$ cat src/core_pkg.sv
package core_pkg;

    // one instruction or one byte address
    typedef logic [31:0] word_t;

    // fetch data for one request
    // low word at the fetch pc, high word at pc + 4
    typedef logic [63:0] pair_t;

    // mips major opcode field, inst[31:26]
    typedef logic [5:0] opcode_t;

    // function field under SPECIAL, inst[5:0]
    typedef logic [5:0] funct_t;

    // branch class seen by the later stages
    typedef enum logic [1:0] {
        class_none,
        class_branch,
        class_jump,
        class_jump_reg
    } inst_class_e;

    localparam opcode_t OPC_SPECIAL = 6'b000000;
    localparam opcode_t OPC_J       = 6'b000010;
    localparam opcode_t OPC_JAL     = 6'b000011;
    localparam opcode_t OPC_BEQ     = 6'b000100;
    localparam opcode_t OPC_BNE     = 6'b000101;
    localparam opcode_t OPC_BLEZ    = 6'b000110;
    localparam opcode_t OPC_BGTZ    = 6'b000111;

    localparam funct_t FUNCT_JR   = 6'b001000;
    localparam funct_t FUNCT_JALR = 6'b001001;

    // one queue slot, 65 bits
    // exc entries carry a zero instruction
    typedef struct packed {
        word_t pc;
        word_t inst;
        logic  exc;
    } inst_entry_t;

endpackage

$ cat src/fetch_pair_if.sv
interface fetch_pair_if #(
    parameter int QUEUE_DEPTH = 8
);

    // count wide enough to hold a full queue
    localparam int CNT_W = $clog2(QUEUE_DEPTH) + 1;

    // one pair, or one exc entry when push_exc is set
    logic            push;
    core_pkg::word_t push_pc;
    core_pkg::pair_t push_data;
    logic            push_exc;

    // redirect, empties the queue on this edge
    logic            flush;

    // free entries, from the registered count
    logic [CNT_W-1:0] free_slots;

    modport source (
        output push, push_pc, push_data, push_exc, flush,
        input  free_slots
    );

    modport sink (
        input  push, push_pc, push_data, push_exc, flush,
        output free_slots
    );

endinterface

$ cat src/inst_slot_if.sv
interface inst_slot_if;

    // oldest entry of the queue
    logic                  head_valid;
    core_pkg::inst_entry_t head;

    // consumer takes the head this cycle
    // only pulsed while head_valid is high
    logic                  pop;

    modport source (
        output head_valid, head,
        input  pop
    );

    modport sink (
        input  head_valid, head,
        output pop
    );

endinterface

$ cat src/pc_sequencer.sv
module pc_sequencer #(
    parameter core_pkg::word_t RESET_PC = 32'hbfc0_0000,
    parameter int QUEUE_DEPTH = 8
) (
    input  logic            clk,
    input  logic            reset,
    input  logic            i_redirect_valid,
    input  core_pkg::word_t i_redirect_pc,
    input  logic            i_iresp_addr_ok,
    input  core_pkg::pair_t i_iresp_data,
    output logic            o_ireq_valid,
    output core_pkg::word_t o_ireq_addr,
    fetch_pair_if.source    pair
);

    localparam int CNT_W = $clog2(QUEUE_DEPTH) + 1;
    // pair in flight plus the next pair
    localparam logic [CNT_W-1:0] FREE_MARGIN = CNT_W'(4);

    core_pkg::word_t fetch_pc;
    core_pkg::word_t pend_pc;
    core_pkg::word_t rsp_pc;
    logic pend_valid;
    logic data_expected;
    logic drop;
    logic halted;
    logic started;
    logic req_hold;
    logic pc_aligned;
    logic accept;
    logic busy;
    logic data_push;
    logic exc_push;

    assign pc_aligned = fetch_pc[1:0] == 2'b00;

    // once raised, valid stays up until addr_ok
    // a new request needs an aligned pc and room for two pairs
    assign o_ireq_valid = req_hold
                        | (started & pc_aligned & (pair.free_slots >= FREE_MARGIN));
    assign o_ireq_addr  = fetch_pc;

    assign accept = o_ireq_valid & i_iresp_addr_ok;
    // address must hold, so a redirect here goes to pend_pc
    assign busy   = o_ireq_valid & ~i_iresp_addr_ok;

    // data shows up one cycle after accept
    // stale or redirect-cycle data never reaches the queue
    assign data_push = data_expected & ~drop & ~i_redirect_valid;

    // misaligned pc, one exc entry then stop
    assign exc_push = started & ~pc_aligned & ~halted & ~data_push
                    & ~i_redirect_valid & (pair.free_slots != '0);

    assign pair.push      = data_push | exc_push;
    assign pair.push_exc  = exc_push;
    assign pair.push_pc   = exc_push ? fetch_pc : rsp_pc;
    assign pair.push_data = i_iresp_data;
    assign pair.flush     = i_redirect_valid;

    always_ff @(posedge clk) begin
        if (reset) begin
            fetch_pc      <= RESET_PC;
            pend_valid    <= 1'b0;
            data_expected <= 1'b0;
            drop          <= 1'b0;
            halted        <= 1'b0;
            started       <= 1'b0;
            req_hold      <= 1'b0;
        end else begin
            // no request in the first cycle out of reset
            started       <= 1'b1;
            req_hold      <= busy;
            data_expected <= accept;
            if (i_redirect_valid) begin
                // a pair accepted now belongs to the old stream
                drop <= accept;
                if (busy) begin
                    pend_valid <= 1'b1;
                end else begin
                    pend_valid <= 1'b0;
                    fetch_pc   <= i_redirect_pc;
                    halted     <= 1'b0;
                end
            end else if (accept) begin
                // open request done, the held target takes over
                drop       <= pend_valid;
                pend_valid <= 1'b0;
                fetch_pc   <= pend_valid ? pend_pc : fetch_pc + 32'd8;
            end else begin
                drop <= 1'b0;
                if (exc_push) begin
                    halted <= 1'b1;
                end
            end
        end
    end

    // payload only
    always_ff @(posedge clk) begin
        // latest redirect wins while still waiting
        if (i_redirect_valid && busy) begin
            pend_pc <= i_redirect_pc;
        end
        // pc of the pair due next cycle
        if (accept) begin
            rsp_pc <= fetch_pc;
        end
    end

endmodule

$ cat src/fetch_queue.sv
module fetch_queue #(
    parameter int QUEUE_DEPTH = 8
) (
    input  logic        clk,
    input  logic        reset,
    fetch_pair_if.sink  pair,
    inst_slot_if.source slot
);

    localparam int PTR_W = $clog2(QUEUE_DEPTH);
    localparam int CNT_W = PTR_W + 1;

    core_pkg::inst_entry_t mem [QUEUE_DEPTH];
    core_pkg::inst_entry_t entry_lo;
    core_pkg::inst_entry_t entry_hi;

    logic [PTR_W-1:0] rd_ptr;
    logic [PTR_W-1:0] wr_ptr;
    logic [PTR_W-1:0] wr_ptr_nxt;
    logic [CNT_W-1:0] count;
    logic [CNT_W-1:0] push_n;
    logic [CNT_W-1:0] pop_n;

    // second slot of a pair, wraps with the pointer
    assign wr_ptr_nxt = wr_ptr + 1'b1;

    always_comb begin
        // first entry at push_pc
        // exc entry gets a zero instruction
        entry_lo.pc   = pair.push_pc;
        entry_lo.inst = pair.push_exc ? '0 : pair.push_data[31:0];
        entry_lo.exc  = pair.push_exc;
        // second entry at pc + 4, only for a normal pair
        entry_hi.pc   = pair.push_pc + 32'd4;
        entry_hi.inst = pair.push_data[63:32];
        entry_hi.exc  = 1'b0;
    end

    // entries written this cycle
    always_comb begin
        if (!pair.push) begin
            push_n = '0;
        end else if (pair.push_exc) begin
            push_n = CNT_W'(1);
        end else begin
            push_n = CNT_W'(2);
        end
    end

    assign pop_n = CNT_W'(slot.pop);

    always_ff @(posedge clk) begin
        if (pair.push) begin
            mem[wr_ptr] <= entry_lo;
            if (!pair.push_exc) begin
                mem[wr_ptr_nxt] <= entry_hi;
            end
        end
    end

    always_ff @(posedge clk) begin
        // flush drops everything, including a pop this cycle
        if (reset || pair.flush) begin
            rd_ptr <= '0;
            wr_ptr <= '0;
            count  <= '0;
        end else begin
            wr_ptr <= wr_ptr + push_n[PTR_W-1:0];
            if (slot.pop) begin
                rd_ptr <= rd_ptr + 1'b1;
            end
            count <= count + push_n - pop_n;
        end
    end

    // registered, so the sequencer keeps its margin
    assign pair.free_slots = CNT_W'(QUEUE_DEPTH) - count;

    assign slot.head_valid = count != '0;
    assign slot.head       = mem[rd_ptr];

endmodule

$ cat src/inst_predecode.sv
module inst_predecode (
    inst_slot_if.sink             slot,
    input  logic                  i_inst_ready,
    output logic                  o_inst_valid,
    output core_pkg::word_t       o_inst_pc,
    output core_pkg::word_t       o_inst,
    output logic                  o_inst_exc,
    output core_pkg::inst_class_e o_inst_class
);

    core_pkg::opcode_t opcode;
    core_pkg::funct_t  funct;

    assign opcode = slot.head.inst[31:26];
    assign funct  = slot.head.inst[5:0];

    // head goes straight out
    // it stays put until taken
    assign o_inst_valid = slot.head_valid;
    assign o_inst_pc    = slot.head.pc;
    assign o_inst       = slot.head.inst;
    assign o_inst_exc   = slot.head.exc;

    // consumed on valid and ready
    assign slot.pop = slot.head_valid & i_inst_ready;

    always_comb begin
        o_inst_class = core_pkg::class_none;
        // exc entry is never a branch
        if (!slot.head.exc) begin
            case (opcode)
                core_pkg::OPC_BEQ,
                core_pkg::OPC_BNE,
                core_pkg::OPC_BLEZ,
                core_pkg::OPC_BGTZ: begin
                    o_inst_class = core_pkg::class_branch;
                end
                core_pkg::OPC_J,
                core_pkg::OPC_JAL: begin
                    o_inst_class = core_pkg::class_jump;
                end
                core_pkg::OPC_SPECIAL: begin
                    // jr and jalr, target from a register
                    if (funct == core_pkg::FUNCT_JR || funct == core_pkg::FUNCT_JALR) begin
                        o_inst_class = core_pkg::class_jump_reg;
                    end
                end
                default: begin
                    o_inst_class = core_pkg::class_none;
                end
            endcase
        end
    end

endmodule

$ cat src/fetch_frontend.sv
module fetch_frontend #(
    parameter core_pkg::word_t RESET_PC = 32'hbfc0_0000,
    parameter int QUEUE_DEPTH = 8
) (
    input  logic                  clk,
    input  logic                  reset,

    // instruction bus
    output logic                  o_ireq_valid,
    output core_pkg::word_t       o_ireq_addr,
    input  logic                  i_iresp_addr_ok,
    input  core_pkg::pair_t       i_iresp_data,

    // redirect, one cycle
    input  logic                  i_redirect_valid,
    input  core_pkg::word_t       i_redirect_pc,

    // one instruction per cycle
    output logic                  o_inst_valid,
    output core_pkg::word_t       o_inst_pc,
    output core_pkg::word_t       o_inst,
    output logic                  o_inst_exc,
    output core_pkg::inst_class_e o_inst_class,
    input  logic                  i_inst_ready
);

    // sequencer to queue
    fetch_pair_if #(.QUEUE_DEPTH(QUEUE_DEPTH)) pair_bus ();

    // queue head to predecode
    inst_slot_if slot_bus ();

    pc_sequencer #(
        .RESET_PC    (RESET_PC),
        .QUEUE_DEPTH (QUEUE_DEPTH)
    ) u_pc_sequencer (
        .clk              (clk),
        .reset            (reset),
        .i_redirect_valid (i_redirect_valid),
        .i_redirect_pc    (i_redirect_pc),
        .i_iresp_addr_ok  (i_iresp_addr_ok),
        .i_iresp_data     (i_iresp_data),
        .o_ireq_valid     (o_ireq_valid),
        .o_ireq_addr      (o_ireq_addr),
        .pair             (pair_bus.source)
    );

    fetch_queue #(
        .QUEUE_DEPTH (QUEUE_DEPTH)
    ) u_fetch_queue (
        .clk   (clk),
        .reset (reset),
        .pair  (pair_bus.sink),
        .slot  (slot_bus.source)
    );

    inst_predecode u_inst_predecode (
        .slot         (slot_bus.sink),
        .i_inst_ready (i_inst_ready),
        .o_inst_valid (o_inst_valid),
        .o_inst_pc    (o_inst_pc),
        .o_inst       (o_inst),
        .o_inst_exc   (o_inst_exc),
        .o_inst_class (o_inst_class)
    );

endmodule

$ cat config.mk
export PLATFORM = sky130hd
export DESIGN_NAME = fetch_frontend
export DESIGN_NICKNAME = d
export VERILOG_FILES = /design/src/core_pkg.sv /design/src/fetch_pair_if.sv /design/src/inst_slot_if.sv /design/src/pc_sequencer.sv /design/src/fetch_queue.sv /design/src/inst_predecode.sv /design/src/fetch_frontend.sv
export SDC_FILE = /design/constraint.sdc
export NUM_CORES = 1
export LEC_CHECK = 0
export BUFFER_PORTS_ARGS = -buffer_cell sky130_fd_sc_hd__buf_2
export CAP_MARGIN = 10
export CORE_MARGIN = 1.5
export CORE_UTILIZATION = 50
export CTS_BUF_LIST = sky130_fd_sc_hd__clkbuf_8
export CTS_CLUSTER_DIAMETER = 40
export DETAILED_ROUTE_END_ITERATION = 8
export PLACE_DENSITY_LB_ADDON = 0.2
export SYNTH_ARGS = -nofsm -noshare
export SYNTH_HDL_FRONTEND = slang
export SYNTH_SLANG_ARGS = --single-unit
export TNS_END_PERCENT = 10
$ cat constraint.sdc
create_clock -name clk -period 11.2 [get_ports clk]
set_clock_uncertainty 0.1 [all_clocks]
set_input_delay 0.56 -clock clk [delete_from_list [all_inputs] [get_ports clk]]
set_output_delay 0.56 -clock clk [all_outputs]
set_load 0.01 [all_outputs]
==> flow_summary.toml <==
[cells_and_area]
n_fill_cell = 5342
drive_gt1_share_pct = 21.91
multi_input_area_um2 = 12840
syn_to_final_growth_pct = 12.85
final_cell_area_um2 = 36480
fin_nets = 3015
regArea_um2 = 18490
layoutNonFillerInstCount = 3843

[power_and_ir_drop]
peakVddDrop_uv = 117.3
power_leakage_nw = 12.15
p_per_area_nw_per_um2 = 158.0

[timing]
slew_violations = 0
slew_headroom_pct = 16.79
fmax_mhz = 183.6
fin_crit_sh_pct = 48.62
final-hold-violation-count = 0
final.setup.tns_ps = 0
worst_slew_pin_slew_ps = 1213
fin_crit_ps = 5445
setup_viol = 0
grt_setup_unrepaired = "no"

[routing]
via_per_inst = 6.718
wire_per_inst_um = 27.99
ant_nets = 0
vias = 25820
wl_mm = 107.5
dr.pass1.iters = 8
drt_iter0_markers = 3297
drc = 0

[critical_path]
worstSetupPathType = "reg -> out"
critPathMaxFanout = 49
max_stage_delay_ps = 770
worstSetupEndpointType = "primary output"
path_cells = "buf_4 > buf_4 > mux4_2 > or4_1 > nor3_1 > a31oi_1 > a21oi_1 > buf_2"
cp.arrival_ps = 4790
start_kind = "flop"
cp.required_ps = 10540
critPathMostFrequentCell = "buf_4"
slowest_stage = "dfxtp_4"

[clock_tree]
cts.sinks = 635
htree_num_levels = 3
clk_pin_slew_ps = 60
cts_tree = "done"
clock_path_buffers = 3
cts_buffers = 113
clk_latency_ps = 750
root_buffer = "clkbuf_8"

[synth]
syn_avg_cell_area_um2 = 11.65
synth_most_common_cell = "edfxtp_1"
yosys-top-cells-count = "576 x edfxtp_1, 394 x nand2_1, 360 x o21ai_0, 209 x clkbuf_1, 156 x a21oi_1"
synth.largest_area_cell = "edfxtp_1"
synth_compound_area_share_pct = 15.19
yosysSeqAreaShare_pct = 57.17
yosysTopAreaCellShare_pct = 53.51
syn-cell-area_um2 = 32320
synthMuxAreaShare_pct = 12.78
synth_area_leaders = "edfxtp_1 54%, mux4_2 9.1%, o21ai_0 5.6%, nand2_1 4.6%, dfxtp_1 3.7%"
yosysUniqueCellTypes = 68
synth_top_family_by_area = "compound AO/OA/AOI/OAI gates"
synth-seq-cells = 635
synthAdderAreaFrac_pct = 0.5497
synthXorXnorAreaFrac_pct = 1.111
syn_inst = 2774
yosys.area_share.simple_pct = 9.472
yosysWarnings = 0
synth_fp_nets = 2888
synth-edff-count = 576
ys.flop_type = "edfxtp_1"
synthArstFlopShare_pct = 0

[grt]
grt_max_degree = 94
overflow = 0
antenna_found_initial = 2
first_global_vias = 25290
grt_pass1_wl_mm = 157.8
track_usage_pct = 31.87

[run]
maxCapViolations = 0

[floorplan]
dieHeight_um = 257.3
start_util_pct = 50.41
io_pins = 202
rows = 93
core_um2 = 64120
dieArea_um2 = 66180
die_x_um = 257.3

[placement]
place_area_um2 = 33970
place_hpwl_mm = 58.93
place.gp.congestion = 0.8619
place_inst = 3609
port_buffers = 201

[min_path]
min_path_type = "in -> reg"

[run_status]
status = "completed"
==> cells in the final DEF (no fill, tap or decap), types with 13 or more instances in the layout <==
cell type	instances
edfxtp_1	576
nand2_1	381
o21ai_0	359
buf_2	201
a21oi_1	156
o22ai_1	137
mux4_2	130
clkbuf_8	117
nor2_1	73
mux2_2	71
nand3_1	64
buf_4	59
dfxtp_1	56
a31oi_1	54
inv_1	53
mux2i_1	36
dlygate4sd3_1	32
nor3_1	29
clkinv_1	27
nand2b_1	26
xnor2_1	26
nand4_1	19
and3_1	16
xor2_1	15
a211oi_1	14
o21a_1	14
clkinv_2	13
==> what timing repair did <==
action / in CTS / in global routing
hold buffers: 32 / 0
buffers inserted: 0 / 0
endpoints found under the hold margin: 32 / 0
gates resized for setup: 0 / 0
==> worst paths after layout <==
path / from / endpoint / slack (ps) / cells past startpoint
worst min-delay path: i_inst_ready / flop / 80 / 4
worst min register to register: u_fetch_queue.mem[4][0]$_SDFFE_PP0N_ / u_fetch_queue.mem[4][0]$_SDFFE_PP0N_ / 370 / 2
worst max-delay path: flop / o_inst_class[0] / 5750 / 8
worst max register to register: u_pc_sequencer.o_ireq_addr[0]$_SDFFE_PP0P_ / u_fetch_queue.mem[4][63]$_DFFE_PP_ / 5790 / 13
==> sequential cells by signal, summed over array words and instances (netlist names), 3 cells and up, named ones only <==
name                        count
u_fetch_queue.mem             520
u_pc_sequencer.o_ireq_addr     32
u_pc_sequencer.pend_pc         32
u_pc_sequencer.rsp_pc          32
u_fetch_queue.count             4
u_fetch_queue.rd_ptr            3
u_fetch_queue.wr_ptr            3
==> per-layer routing <==
| layer | global-route usage (%) | up-vias | part of all wire (%) |
|---|---|---|---|
| li1 | - | 10960 | - |
| met1 | 42.75 | 12680 | 37 |
| met2 | 50.87 | 1872 | 47 |
| met3 | 6.009 | 313 | 12 |
| met4 | 13.74 | 0 | 3.9 |
| met5 | 0 | - | 0 |
==> where the power goes <==
group | internal (W) | switching [W]
combinational | 0.000336 | 0.000538
sequential | 0.00267 | 0.0000949
clock | 0.00113 | 0.000999
total | 0.00413 | 0.00163
==> worst max-delay path: cells and delay by family, from the launching register on <==
family | cells | cell delay, ps
buffers and inverters | 3 | 1620
flip-flops | 1 | 770
AND/OR/NAND/NOR | 2 | 720
multiplexers | 1 | 430
AO/OA/AOI/OAI | 2 | 360
==> cell type report <==
type,instances,share of cell area (%)
clock buffers,117,4.415
diodes,3,0.02058
repair buffers,293,4.905
well taps,855,2.933
clock inverters,82,1.554
inverters,27,0.2778
flip-flops and latches,635,50.69
multi-input cells,1831,35.21
==> per-stage QoR <==
| stage | utilization, % | power, W | hold WS (ps) | setup slack [ps] |
|---|---|---|---|---|
| 6_report | 56.89 | 0.005765 | 82.39 | 5755 |
| 4_1_cts | 56.88 | 0.005770 | 30.56 | 5729 |
| 3_5_place_dp | 52.98 | 0.003660 | 362.5 | 5518 |
| 5_1_grt | 56.89 | 0.005951 | 78.98 | 5510 |
| 3_3_place_gp | 52.98 | 0.003640 | 347.4 | 5919 |
| 2_1_floorplan | - | 0.003357 | 329.9 | 6790 |
==> cells by family (layout without fill, tap and decap cells) <==
family / after synthesis / after routing
flip-flops: 635 / 635
other: 0 / 3
buffers and inverters: 308 / 519
multiplexers: 241 / 241
XOR/XNOR: 41 / 41
AND/OR/NAND/NOR: 692 / 692
adder cells (fa/ha/maj): 13 / 13
AO/OA/AOI/OAI: 844 / 844
No activity file was read; power rests on OpenSTA's default activity.
